<file path="src/design/hdc_pkg.sv">
`default_nettype none

package hdc_pkg;

    // ----------------------------------------
    // hypervector geometry
    // ----------------------------------------
    localparam int hv_dim       = 32;
    localparam int word_w       = 32;
    localparam int words_per_hv = hv_dim / word_w;
    localparam int word_idx_w   = (words_per_hv > 1) ? $clog2(words_per_hv) : 1;
    // up to 1024 items
    localparam int item_idx_w   = 10;

    // axi-lite bus
    localparam int axil_addr_w  = 12;
    localparam int axil_data_w  = 32;

    typedef logic [hv_dim-1:0]     hv_t;
    typedef logic [word_w-1:0]     word_t;
    typedef logic [item_idx_w-1:0] item_idx_t;
    typedef logic [word_idx_w-1:0] word_idx_t;

    // ----------------------------------------
    // register map and generator constants
    // ----------------------------------------
    localparam logic [axil_addr_w-1:0] reg_ctrl_off = 12'h000;
    localparam logic [axil_addr_w-1:0] reg_num_off  = 12'h004;
    localparam logic [axil_addr_w-1:0] reg_item_off = 12'h00C;

    // xorshift32 triple 13/17/5
    // x ^= x << 13, then x ^= x >> 17, then x ^= x << 5
    localparam int xs_shift_a = 13;
    localparam int xs_shift_b = 17;
    localparam int xs_shift_c = 5;
    // any nonzero value keeps the sequence alive
    localparam word_t xorshift_seed = 32'h2545_F491;

    typedef enum logic [2:0] {
        idle,
        got_aw,
        got_w,
        write_resp,
        read_wait,
        read_resp
    } axil_state_e;

    // register block to datapath
    typedef struct packed {
        logic      gen;
        item_idx_t item_memory_num;
    } gen_ctrl_t;

    // counter to capture
    typedef struct packed {
        word_idx_t word_idx;
        item_idx_t item_idx;
        logic      item_done;
    } item_pos_t;

endpackage

`default_nettype wire

</file>
<file path="src/design/axil_ctrl_regs.sv">
`default_nettype none

module axil_ctrl_regs (
    input  wire                             AXIS_ACLK,
    input  wire                             S_AXI_ARESETN,
    input  wire [hdc_pkg::axil_addr_w-1:0]  s_axi_awaddr,
    input  wire                             s_axi_awvalid,
    output logic                            s_axi_awready,
    input  wire [hdc_pkg::axil_data_w-1:0]  s_axi_wdata,
    input  wire                             s_axi_wvalid,
    output logic                            s_axi_wready,
    output logic [1:0]                      s_axi_bresp,
    output logic                            s_axi_bvalid,
    input  wire                             s_axi_bready,
    input  wire [hdc_pkg::axil_addr_w-1:0]  s_axi_araddr,
    input  wire                             s_axi_arvalid,
    output logic                            s_axi_arready,
    output logic [hdc_pkg::axil_data_w-1:0] s_axi_rdata,
    output logic [1:0]                      s_axi_rresp,
    output logic                            s_axi_rvalid,
    input  wire                             s_axi_rready,
    output hdc_pkg::gen_ctrl_t              gen_ctrl,
    input  wire                             gen_done,
    input  wire hdc_pkg::hv_t               item_vec
);
    import hdc_pkg::*;

    axil_state_e            state;
    logic [axil_addr_w-1:2] wr_addr_q;
    logic [axil_data_w-1:0] wr_data_q;
    logic [axil_addr_w-1:2] rd_addr_q;
    logic                   wr_fire;
    logic [axil_addr_w-1:2] wr_addr;
    logic [axil_data_w-1:0] wr_data;
    logic                   gen;
    item_idx_t              item_memory_num;

    // ----------------------------------------
    // channel handshakes
    // ----------------------------------------
    assign s_axi_awready = (state == idle) || (state == got_w);
    assign s_axi_wready  = (state == idle) || (state == got_aw);
    // a pending write keeps the read waiting
    assign s_axi_arready = (state == idle) && !s_axi_awvalid && !s_axi_wvalid;
    assign s_axi_bvalid  = (state == write_resp);
    assign s_axi_rvalid  = (state == read_resp);
    assign s_axi_bresp   = 2'b00;
    assign s_axi_rresp   = 2'b00;

    // both halves of the write are in hand this cycle
    always_comb begin
        wr_fire = 1'b0;
        wr_addr = wr_addr_q;
        wr_data = wr_data_q;
        case (state)
            idle: begin
                wr_fire = s_axi_awvalid && s_axi_wvalid;
                wr_addr = s_axi_awaddr[axil_addr_w-1:2];
                wr_data = s_axi_wdata;
            end
            got_aw: begin
                wr_fire = s_axi_wvalid;
                wr_data = s_axi_wdata;
            end
            got_w: begin
                wr_fire = s_axi_awvalid;
                wr_addr = s_axi_awaddr[axil_addr_w-1:2];
            end
            default: begin
                wr_fire = 1'b0;
            end
        endcase
    end

    always_ff @(posedge AXIS_ACLK) begin
        if (!S_AXI_ARESETN) begin
            state <= idle;
        end
        else begin
            case (state)
                idle: begin
                    if (wr_fire) begin
                        state <= write_resp;
                    end
                    else if (s_axi_awvalid) begin
                        state <= got_aw;
                    end
                    else if (s_axi_wvalid) begin
                        state <= got_w;
                    end
                    else if (s_axi_arvalid) begin
                        state <= read_wait;
                    end
                end
                got_aw, got_w: begin
                    if (wr_fire) begin
                        state <= write_resp;
                    end
                end
                // hold until the master takes the response
                write_resp: begin
                    if (s_axi_bready) begin
                        state <= idle;
                    end
                end
                read_wait: begin
                    state <= read_resp;
                end
                read_resp: begin
                    if (s_axi_rready) begin
                        state <= idle;
                    end
                end
                default: begin
                    state <= idle;
                end
            endcase
        end
    end

    // address and data latches
    always_ff @(posedge AXIS_ACLK) begin
        if (s_axi_awvalid && s_axi_awready) begin
            wr_addr_q <= s_axi_awaddr[axil_addr_w-1:2];
        end
        if (s_axi_wvalid && s_axi_wready) begin
            wr_data_q <= s_axi_wdata;
        end
        if (s_axi_arvalid && s_axi_arready) begin
            rd_addr_q <= s_axi_araddr[axil_addr_w-1:2];
        end
    end

    // ----------------------------------------
    // control registers
    // ----------------------------------------
    always_ff @(posedge AXIS_ACLK) begin
        if (!S_AXI_ARESETN) begin
            gen             <= 1'b0;
            item_memory_num <= '0;
        end
        else begin
            if (wr_fire && ({wr_addr, 2'b00} == reg_ctrl_off) && wr_data[0]) begin
                gen <= 1'b1;
            end
            if (wr_fire && ({wr_addr, 2'b00} == reg_num_off)) begin
                item_memory_num <= wr_data[item_idx_w-1:0];
            end
            // completion wins over a set in the same cycle
            if (gen_done) begin
                gen <= 1'b0;
            end
        end
    end

    assign gen_ctrl = '{gen: gen, item_memory_num: item_memory_num};

    // read mux, sampled once in read_wait
    always_ff @(posedge AXIS_ACLK) begin
        if (state == read_wait) begin
            case ({rd_addr_q, 2'b00})
                reg_ctrl_off: s_axi_rdata <= {{(axil_data_w-1){1'b0}}, gen};
                reg_num_off:  s_axi_rdata <= axil_data_w'(item_memory_num);
                reg_item_off: s_axi_rdata <= item_vec;
                default:      s_axi_rdata <= '0;
            endcase
        end
    end

    // one response channel busy at a time
    a_resp_excl: assert property (@(posedge AXIS_ACLK) disable iff (!S_AXI_ARESETN)
        !(s_axi_bvalid && s_axi_rvalid));

    // datapath only finishes a generation that is running
    a_done_in_gen: assert property (@(posedge AXIS_ACLK) disable iff (!S_AXI_ARESETN)
        gen_done |-> gen);

endmodule

`default_nettype wire

</file>
<file path="src/design/hdc_item_gen_top.sv">
`default_nettype none

module hdc_item_gen_top (
    input  wire                             AXIS_ACLK,
    input  wire                             S_AXI_ARESETN,

    // write address
    input  wire [hdc_pkg::axil_addr_w-1:0]  s_axi_awaddr,
    input  wire                             s_axi_awvalid,
    output logic                            s_axi_awready,
    // write data
    input  wire [hdc_pkg::axil_data_w-1:0]  s_axi_wdata,
    input  wire                             s_axi_wvalid,
    output logic                            s_axi_wready,
    // write response
    output logic [1:0]                      s_axi_bresp,
    output logic                            s_axi_bvalid,
    input  wire                             s_axi_bready,
    // read address
    input  wire [hdc_pkg::axil_addr_w-1:0]  s_axi_araddr,
    input  wire                             s_axi_arvalid,
    output logic                            s_axi_arready,
    // read data
    output logic [hdc_pkg::axil_data_w-1:0] s_axi_rdata,
    output logic [1:0]                      s_axi_rresp,
    output logic                            s_axi_rvalid,
    input  wire                             s_axi_rready
);
    import hdc_pkg::*;

    gen_ctrl_t gen_ctrl;
    word_t     word;
    item_pos_t pos;
    hv_t       item_vec;
    logic      gen_done;

    // ----------------------------------------
    // control side
    // ----------------------------------------
    axil_ctrl_regs i_axil_ctrl_regs (
        .AXIS_ACLK     (AXIS_ACLK),
        .S_AXI_ARESETN (S_AXI_ARESETN),
        .s_axi_awaddr  (s_axi_awaddr),
        .s_axi_awvalid (s_axi_awvalid),
        .s_axi_awready (s_axi_awready),
        .s_axi_wdata   (s_axi_wdata),
        .s_axi_wvalid  (s_axi_wvalid),
        .s_axi_wready  (s_axi_wready),
        .s_axi_bresp   (s_axi_bresp),
        .s_axi_bvalid  (s_axi_bvalid),
        .s_axi_bready  (s_axi_bready),
        .s_axi_araddr  (s_axi_araddr),
        .s_axi_arvalid (s_axi_arvalid),
        .s_axi_arready (s_axi_arready),
        .s_axi_rdata   (s_axi_rdata),
        .s_axi_rresp   (s_axi_rresp),
        .s_axi_rvalid  (s_axi_rvalid),
        .s_axi_rready  (s_axi_rready),
        .gen_ctrl      (gen_ctrl),
        .gen_done      (gen_done),
        .item_vec      (item_vec)
    );

    // ----------------------------------------
    // generator datapath
    // ----------------------------------------
    xorshift_prng i_xorshift_prng (
        .AXIS_ACLK     (AXIS_ACLK),
        .S_AXI_ARESETN (S_AXI_ARESETN),
        .gen_ctrl      (gen_ctrl),
        .word          (word)
    );

    item_word_counter i_item_word_counter (
        .AXIS_ACLK     (AXIS_ACLK),
        .S_AXI_ARESETN (S_AXI_ARESETN),
        .gen_ctrl      (gen_ctrl),
        .pos           (pos)
    );

    // selected item goes back to the register block
    item_vector_capture i_item_vector_capture (
        .AXIS_ACLK     (AXIS_ACLK),
        .S_AXI_ARESETN (S_AXI_ARESETN),
        .gen_ctrl      (gen_ctrl),
        .word          (word),
        .pos           (pos),
        .item_vec      (item_vec),
        .gen_done      (gen_done)
    );

endmodule

`default_nettype wire

</file>
<file path="src/design/item_vector_capture.sv">
`default_nettype none

module item_vector_capture (
    input  wire                     AXIS_ACLK,
    input  wire                     S_AXI_ARESETN,
    input  wire hdc_pkg::gen_ctrl_t gen_ctrl,
    input  wire hdc_pkg::word_t     word,
    input  wire hdc_pkg::item_pos_t pos,
    output hdc_pkg::hv_t            item_vec,
    output logic                    gen_done
);
    import hdc_pkg::*;

    hv_t  build;
    hv_t  assembled;
    logic hit;

    // current word dropped into its slot, lowest word in lowest bits
    always_comb begin
        assembled = build;
        assembled[pos.word_idx * word_w +: word_w] = word;
    end

    // last word of the requested item
    assign hit = gen_ctrl.gen && pos.item_done &&
                 (pos.item_idx == gen_ctrl.item_memory_num);

    always_ff @(posedge AXIS_ACLK) begin
        build <= assembled;
    end

    // ----------------------------------------
    // latch and completion pulse
    // ----------------------------------------
    always_ff @(posedge AXIS_ACLK) begin
        if (!S_AXI_ARESETN) begin
            item_vec <= '0;
            gen_done <= 1'b0;
        end
        else begin
            gen_done <= hit;
            if (hit) begin
                item_vec <= assembled;
            end
        end
    end

    // gen drops right after, so no second hit
    a_done_pulse: assert property (@(posedge AXIS_ACLK) disable iff (!S_AXI_ARESETN)
        gen_done |=> !gen_done);

endmodule

`default_nettype wire

</file>
<file path="src/design/item_word_counter.sv">
`default_nettype none

module item_word_counter (
    input  wire                     AXIS_ACLK,
    input  wire                     S_AXI_ARESETN,
    input  wire hdc_pkg::gen_ctrl_t gen_ctrl,
    output hdc_pkg::item_pos_t      pos
);
    import hdc_pkg::*;

    word_idx_t word_cnt;
    item_idx_t item_cnt;
    logic      last_word;

    assign last_word = (word_cnt == word_idx_t'(words_per_hv - 1));

    // ----------------------------------------
    // word and item counters
    // ----------------------------------------
    always_ff @(posedge AXIS_ACLK) begin
        if (!S_AXI_ARESETN || !gen_ctrl.gen) begin
            word_cnt <= '0;
            item_cnt <= '0;
        end
        else if (last_word) begin
            word_cnt <= '0;
            item_cnt <= item_cnt + 1'b1;
        end
        else begin
            word_cnt <= word_cnt + 1'b1;
        end
    end

    // one cycle behind the counters
    // lines up with the word leaving the generator
    always_ff @(posedge AXIS_ACLK) begin
        if (!S_AXI_ARESETN || !gen_ctrl.gen) begin
            pos <= '0;
        end
        else begin
            pos.word_idx  <= word_cnt;
            pos.item_idx  <= item_cnt;
            pos.item_done <= last_word;
        end
    end

endmodule

`default_nettype wire

</file>
<file path="src/design/xorshift_prng.sv">
`default_nettype none

module xorshift_prng (
    input  wire                AXIS_ACLK,
    input  wire                S_AXI_ARESETN,
    input  wire hdc_pkg::gen_ctrl_t gen_ctrl,
    output hdc_pkg::word_t     word
);
    import hdc_pkg::*;

    word_t state;

    // one xorshift32 step
    function automatic word_t xs_step(input word_t x);
        word_t y;
        y = x ^ (x << xs_shift_a);
        y = y ^ (y >> xs_shift_b);
        y = y ^ (y << xs_shift_c);
        return y;
    endfunction

    // parked on the seed between runs
    always_ff @(posedge AXIS_ACLK) begin
        if (!S_AXI_ARESETN || !gen_ctrl.gen) begin
            state <= xorshift_seed;
        end
        else begin
            state <= xs_step(state);
        end
    end

    // first new word appears the cycle after gen rises
    assign word = state;

    // zero is a fixed point of xorshift
    a_state_nonzero: assert property (@(posedge AXIS_ACLK) disable iff (!S_AXI_ARESETN)
        state != '0);

endmodule

`default_nettype wire

</file>
<file path="config.mk">
export PLATFORM = sky130hd
export DESIGN_NAME = hdc_item_gen_top
export DESIGN_NICKNAME = d
export VERILOG_FILES = /design/src/design/hdc_pkg.sv /design/src/design/axil_ctrl_regs.sv /design/src/design/hdc_item_gen_top.sv /design/src/design/item_vector_capture.sv /design/src/design/item_word_counter.sv /design/src/design/xorshift_prng.sv
export SDC_FILE = /design/constraint.sdc
export NUM_CORES = 1
export LEC_CHECK = 0
export BUFFER_PORTS_ARGS = -buffer_cell sky130_fd_sc_hd__buf_2
export CAP_MARGIN = 20
export CORE_MARGIN = 2
export CORE_UTILIZATION = 62
export DETAILED_ROUTE_END_ITERATION = 16
export PLACE_DENSITY = 0.83
export SLEW_MARGIN = 20
export SYNTH_ARGS = -nofsm -noshare
export SYNTH_HDL_FRONTEND = slang
export SYNTH_HIERARCHICAL = 1
export SYNTH_SLANG_ARGS = --single-unit
</file>
<file path="constraint.sdc">
create_clock -name AXIS_ACLK -period 7.2 [get_ports AXIS_ACLK]
set_clock_uncertainty 0.2 [all_clocks]
set_input_delay 1.08 -clock AXIS_ACLK [delete_from_list [all_inputs] [get_ports AXIS_ACLK]]
set_output_delay 1.08 -clock AXIS_ACLK [all_outputs]
set_load 0.1 [all_outputs]
</file>
==> impl_metrics.tcl, run 1 <==
set metrics [dict create \
    syn_to_final_growth_pct 11.8 \
    leakage_nw 3.71 \
    via_count 5288 \
    rsz0062_at_grt "no" \
    initial_core_util 0.628 \
    fin_util 0.702 \
    grt_use_total 0.240 \
    post_dp_cell_area_sq_mm 0.00865 \
    final_area_sq_mm 0.00922 \
    grt_first_pass_wirelength_um 26400 \
    hold-path-cell-count 2 \
    clk_pin_slew_ns 0.06 \
    cp_max_fo 21 \
    cap_viol_max_count 0 \
    synthArstFlopShare 0 \
    cts_buffer_depth 2 \
    cp-end-kind "primary output" \
    busiest_layer "met2" \
    yosysUniqueCellTypes 54 \
    fin_crit_sh 0.489 \
    met2_usage 0.428 \
    htree_levels 4 \
    postRouteAntennaNets 0 \
    firstDrtPassIters 5 \
    ff2ff_path_depth 4 \
    gr-usage-met3 0.0580 \
    syn_area_sq_mm 0.00825 \
    required_ns 5.92 \
    pin_count 104 \
    layout_min_cycle_time_ns 3.52 \
    fin_nets 779 \
    grt_max_degree 70 \
    path_class "flop to primary output" \
    holdPathEnd "i_axil_ctrl_regs/gen$_SDFFE_PP0P_" \
    synth_top_area_frac 0.325 \
    synth_cells 662 \
    min_path_type "flop to flop" \
    wl_per_cell_um 18.4 \
    ctsHoldBuffers 0 \
    die_y_um 119 \
    dpl.hpwl_um 10800 \
    tns_ns 0 \
    antenna_cells 0 \
    drv_slew 0 \
    clock-sinks 196 \
    arrival_ns 2.24 \
    synth_area_leaders "dfxtp_1 (33%), edfxtp_1 (23%), o41ai_2 (5.9%)" \
    synth_area_per_cell_sq_um 12.5 \
    grtUsageMet1 0.284 \
    vias_per_cell 5.85 \
    hold_viol_final 0 \
    ir_worst_vdd_v 0.000223 \
    rr_endpoint "i_item_vector_capture/item_vec[0]$_SDFFE_PN0P_" \
    synth-edff-count 62 \
    place_congestion 0.800 \
    core-area_sq_mm 0.0131 \
    drc 0 \
    cts_tree "built" \
    yosys_warnings 6 \
    worstMarginPinSlew_ns 1.01 \
    totalWireLength_um 16600 \
    min_from "i_item_vector_capture/gen_done$_SDFF_PN0_" \
    fmax_mhz 284 \
    r2r_start "i_axil_ctrl_regs/item_memory_num[0]$_SDFFE_PN0P_" \
    numCtsBuffers 17 \
    rows 42 \
    numPortBuffers 73 \
    post_cts_buffers 0 \
    outcome "completed" \
    clock_latency_ns 0.43 \
    cts_root_buf "clkbuf_16" \
    grt_pass1_vias 5272 \
    drtIter0Drc 359 \
    setup_violations 0 \
    cts-resized-gates 0 \
    whs_ns 0.279 \
    grt-ovfl-total 0 \
    die_x_um 119 \
    synthFlopType "dfxtp_1" \
    antenna_found_initial 0 \
    worst_setup_path_start_kind "flop" \
    ys_ff_latch 196 \
    regToRegSetupSlack_ns 4.69 \
    power_density_mw_per_mm2 235 \
    yosysSeqAreaShare 0.551 \
    fp.dieArea_sq_mm 0.0142 \
    relSlewSlack 0.327 \
    drive_gt1_frac 0.247 \
    synth_area_leader_cell "dfxtp_1" \
]
==> critical path, stage by stage (launching register included) <==
cell	delay, ns
dfxtp_1	0.53
nor2_1	0.71
buf_2	0.56
==> layout make-up <==
class,count,area (sq um)
Timing Repair Buffer,81,433
Clock buffer,24,504
Fill cell,908,3910
Sequential cell,196,4540
Clock inverter,8,70.1
Multi-Input combinational cell,413,3430
Inverter,6,22.5
Tap cell,176,220
==> synthesized netlist by cell type (14+ instances only) <==
master	number
a31oi_1	32
and2_1	27
clkbuf_1	23
dfxtp_1	134
edfxtp_1	62
mux2_2	28
mux2i_1	14
nand2_1	33
nor2_1	70
o41ai_2	30
xnor2_1	37
==> how the worst max path moves through the flow <==
stage	from	to	slack, ns	cells past startpoint
3_5_place_dp	s_axi_wvalid	s_axi_arready	3.77	4
3_3_place_gp	s_axi_wvalid	s_axi_arready	3.79	4
5_1_grt	i_axil_ctrl_regs/state[2]$_SDFFE_PN0P_	s_axi_wready	3.55	2
6_report	i_axil_ctrl_regs/state[2]$_SDFFE_PN0P_	s_axi_wready	3.68	2
4_1_cts	i_axil_ctrl_regs/state[2]$_SDFFE_PN0P_	s_axi_wready	3.69	2
2_1_floorplan	s_axi_wvalid	s_axi_arready	1.53	2
==> power by group <==
part           internal (W)  switching, W   total, W
Sequential          0.00115    0.00000949    0.00116
Combinational     0.0000300     0.0000663  0.0000964
Clock              0.000525      0.000383   0.000908
==> logic make-up (layout without fill, tap and decap cells) <==
logic type	after synthesis	count (layout)	share of synthesized area
simple gates	187	187	0.117
mux	52	52	0.0689
xor+xnor	69	69	0.105
other cells	2	5	0.000910
compound gates	99	99	0.118
fa+ha+maj	1	1	0.00152
buf+inv	56	119	0.0369
flops	196	196	0.551
==> state kept, by name, indices dropped and copies added, names as in the netlist, 3 cells and up <==
register,cells
i_axil_ctrl_regs/s_axi_rdata,32
i_item_vector_capture/build,32
i_item_vector_capture/item_vec,32
i_xorshift_prng/word,32
i_item_word_counter/pos,12
i_axil_ctrl_regs/item_memory_num,10
i_axil_ctrl_regs/rd_addr_q,10
i_axil_ctrl_regs/wr_addr_q,10
i_axil_ctrl_regs/wr_data_q,10
i_item_word_counter/item_cnt,10
i_axil_ctrl_regs/state,3
==> stage by stage <==
stage	power (W)	std cells	worst slack, ns
after global routing	0.00223	904	3.55
after floorplan	0.00126	665	1.53
after CTS	0.00218	904	3.69
after detailed placement	0.00128	872	3.77
after global placement	0.00128	871	3.79
final	0.00216	904	3.68
==> metal layers <==
| metal | up-vias | share of wire |
|---|---|---|
| met4 | 0 | 0.023 |
| met3 | 27 | 0.039 |
| met2 | 142 | 0.52 |
| met5 | - | 0 |
| li1 | 2488 | - |
| met1 | 2631 | 0.41 |
==> cell usage in the layout, fill, tap and decap left out, types with 4 or more instances in the layout <==
master and instances:
xnor3_1 12, clkbuf_1 4, inv_1 6, mux2_1 10, xor2_1 12, mux2i_1 14, clkbuf_16 19, o41ai_2 30
xor3_1 5, and3_1 11, xnor2_1 37, o21ai_0 5, o211ai_1 9, nand2_1 33, a21oi_1 7, a22o_1 9
or3_1 11, dfxtp_1 134, nor3_1 6, mux2_2 28, nor2_1 69, nor4_1 4, buf_2 73, edfxtp_1 62
and2_1 27, a31oi_1 32, conb_1 5, buf_4 7
Power figures use the tool's default switching activity.
==> run 2, diff against run 1 <==
--- a/config.mk
+++ b/config.mk
@@ -5,12 +5,13 @@
 export SDC_FILE = /design/constraint.sdc
 export NUM_CORES = 1
 export LEC_CHECK = 0
+export ABC_AREA = 1
 export BUFFER_PORTS_ARGS = -buffer_cell sky130_fd_sc_hd__buf_2
 export CAP_MARGIN = 20
 export CORE_MARGIN = 2
-export CORE_UTILIZATION = 62
+export CORE_UTILIZATION = 58
 export DETAILED_ROUTE_END_ITERATION = 16
-export PLACE_DENSITY = 0.83
+export PLACE_DENSITY = 0.78
 export SLEW_MARGIN = 20
 export SYNTH_ARGS = -nofsm -noshare
 export SYNTH_HDL_FRONTEND = slang
==> constraint.sdc (replaced) <==
create_clock -name AXIS_ACLK -period 3.64 [get_ports AXIS_ACLK]
set_clock_uncertainty 0.2 [all_clocks]
set_input_delay 0.546 -clock AXIS_ACLK [delete_from_list [all_inputs] [get_ports AXIS_ACLK]]
set_output_delay 0.546 -clock AXIS_ACLK [all_outputs]
set_load 0.1 [all_outputs]
==> run 2 against run 1 <==
Against the previous run:
- first-iteration DRC count increased by 70%
- routed wire length increased by 2.5%
- global-route usage decreased by 2.4 points
- worst hold slack got worse by 0.19 ns
- critical path depth increased by 2
- synthesized cell count increased by 67%
- sequential power increased by 110%
- highest routed layer unchanged
- register-to-register slack got worse by 3.6 ns
- cell area increased by 4.5%
==> impl_metrics.tcl, run 2 <==
set metrics [dict create \
    totalWireLength_um 17000 \
    fin_crit_sh 0.807 \
    ys_ff_latch 196 \
    drtIter0Drc 611 \
    yosys.area_share.adder 0.00145 \
    synthArstFlopShare 0 \
    numPortBuffers 73 \
    synth_xor_area_frac 0.00406 \
    hold_viol_final 0 \
    worstMarginPinSlew_ns 0.864 \
    cap_viol_max_count 0 \
    synthFlopType "dfxtp_1" \
    dpl.hpwl_um 11900 \
    antenna_found_initial 0 \
    cts_buffer_depth 2 \
    clock_latency_ns 0.43 \
    worst_setup_path_start_kind "flop" \
    synth_area_per_cell_sq_um 7.79 \
    yosysMostFrequentCell "nand2_1" \
    numCtsBuffers 17 \
    place_congestion 0.851 \
    core-area_sq_mm 0.0145 \
    power_density_mw_per_mm2 555 \
    mostFrequentLayoutCells "nand2_1 (270), inv_1 (179), nor2_1 (140)" \
    min_path_type "input pin to flop" \
    clock-sinks 196 \
    syn_to_final_growth_pct 11.8 \
    grt_pass1_vias 5986 \
    fp.dieArea_sq_mm 0.0159 \
    clk_pin_slew_ns 0.07 \
    cp_max_fo 14 \
    htree_levels 4 \
    relSlewSlack 0.421 \
    synth_top_family_by_area "simple AND/OR/NAND/NOR gates" \
    fin_nets 1229 \
    grt_use_total 0.217 \
    rsz0062_at_grt "no" \
    outcome "completed" \
    via_count 6836 \
    synth_cells 1106 \
    pin_count 104 \
    synth_compound_area_frac 0.0692 \
    dp.cells 1330 \
    arrival_ns 2.19 \
    synthTopCellsByCount "nand2_1 (270), inv_1 (179), nor2_1 (140), dfxtp_1 (134), nand3_1 (78)" \
    synth_top_area_frac 0.311 \
    layout_min_cycle_time_ns 2.94 \
    die_x_um 126 \
    yosysUniqueCellTypes 40 \
    postRouteAntennaNets 0 \
    die_y_um 126 \
    leakage_nw 4.19 \
    cts-resized-gates 0 \
    synth-simple-area-share 0.272 \
    cts_tree "built" \
    fin_cells 1362 \
    drc 0 \
    fmax_mhz 341 \
    vias_per_cell 5.02 \
    path_class "flop to primary output" \
    firstDrtPassIters 6 \
    synth_area_leaders "dfxtp_1 (31%), edfxtp_1 (22%), nand2_1 (12%)" \
    synthMuxAreaShare 0.0116 \
    grt-ovfl-total 0 \
    syn_area_sq_mm 0.00862 \
    antenna_cells 0 \
    grt_max_degree 65 \
    cp-end-kind "primary output" \
    drv_slew 0 \
    setup_violations 0 \
    rows 44 \
    final_common_cell "nand2_1" \
    wl_per_cell_um 12.5 \
    ir_worst_vdd_v 0.000331 \
    ctsHoldBuffers 0 \
    post_cts_buffers 0 \
    synth_area_leader_cell "dfxtp_1" \
    synth-edff-count 62 \
    yosysSeqAreaShare 0.527 \
    grt_first_pass_wirelength_um 27800 \
    cts_root_buf "clkbuf_16" \
    initial_core_util 0.593 \
    tns_ns 0 \
    required_ns 2.89 \
    drive_gt1_frac 0.126 \
    yosys_warnings 6 \
]
## run 2: changes by cell type in the layout (fill, tap and decap cells not counted), moves of 28 or more
| cell | change |
|---|---|
| a31oi_1 | -32 |
| o41ai_2 | -30 |
| nor2_1 | +71 |
| xnor2_1 | -36 |
| a21oi_1 | +45 |
| o21ai_0 | +51 |
| inv_1 | +173 |
| nand3_1 | +75 |
| nand2_1 | +237 |
| mux2_2 | -28 |
## run 2: path summary, 6_finish.rpt
path                                           startpoint                                      end  slack (ns)  cells after the start
min reg2reg  i_item_word_counter/item_cnt[9]$_SDFFE_PP0N_   i_item_word_counter/pos[10]$_SDFF_PP0_        0.26                      2
min                                       s_axi_araddr[7]  i_axil_ctrl_regs/rd_addr_q[7]$_DFFE_PP_        0.09                      1
max reg2reg        i_axil_ctrl_regs/state[1]$_SDFFE_PN0P_        i_axil_ctrl_regs/gen$_SDFFE_PP0P_        1.10                      7
max                i_axil_ctrl_regs/state[1]$_SDFFE_PN0P_                            s_axi_arready        0.70                      4
## run 2: where the power goes
group / internal [W] / leakage, nW / total, W / switching, W
logic: 0.000209 / 2.25 / 0.00105 / 0.000837
clock network: 0.00104 / 0.293 / 0.00185 / 0.000813
registers: 0.00239 / 1.65 / 0.00245 / 0.0000567
## run 2: layout make-up
cell class	count	area, sq um
inverters	193	724
fillers	1187	4890
clock buffers	20	483
flip-flops and latches	196	4540
repair buffers	77	408
well taps	184	230
multi-input cells	680	3140
clock inverters	12	111
## run 2: worst max-delay path: stages (launching register included)
cell,delay [ns]
dfxtp_1,0.41
nor2_4,0.45
nand2_4,0.18
nor3_2,0.24
buf_2,0.48
## run 2: cells by family after synthesis
kind of cell             Yosys count
XOR/XNOR                           4
adder cells (fa/ha/maj)            1
multiplexers                      10
flip-flops                       196
AO/OA/AOI/OAI                    116
AND/OR/NAND/NOR                  544
buffers and inverters            233
other                              2
## run 2: routing by layer
| layer | global-route usage | routed length (um) | part of all wire |
|---|---|---|---|
| met1 | 0.293 | 7970 | 0.47 |
| met2 | 0.345 | 7880 | 0.46 |
| met3 | 0.0548 | 926 | 0.054 |
| met4 | 0.0698 | 240 | 0.014 |
| met5 | 0 | 0 | 0 |
## run 2: metrics by stage
| stage | setup WS (ns) | cell area (sq um) | hold WS [ns] | util | total power, W |
|---|---|---|---|---|---|
| global route | 0.573 | 9640 | 0.0589 | 0.663 | 0.00557 |
| CTS | 0.699 | 9630 | 0.0682 | 0.663 | 0.00538 |
| global placement | 1.23 | 9040 | 0.240 | 0.622 | 0.00351 |
| detailed placement | 1.18 | 9040 | 0.243 | 0.622 | 0.00353 |
| floorplan | 0.146 | 8640 | 0.222 | - | 0.00337 |
| finish | 0.704 | 9640 | 0.0878 | 0.663 | 0.00535 |
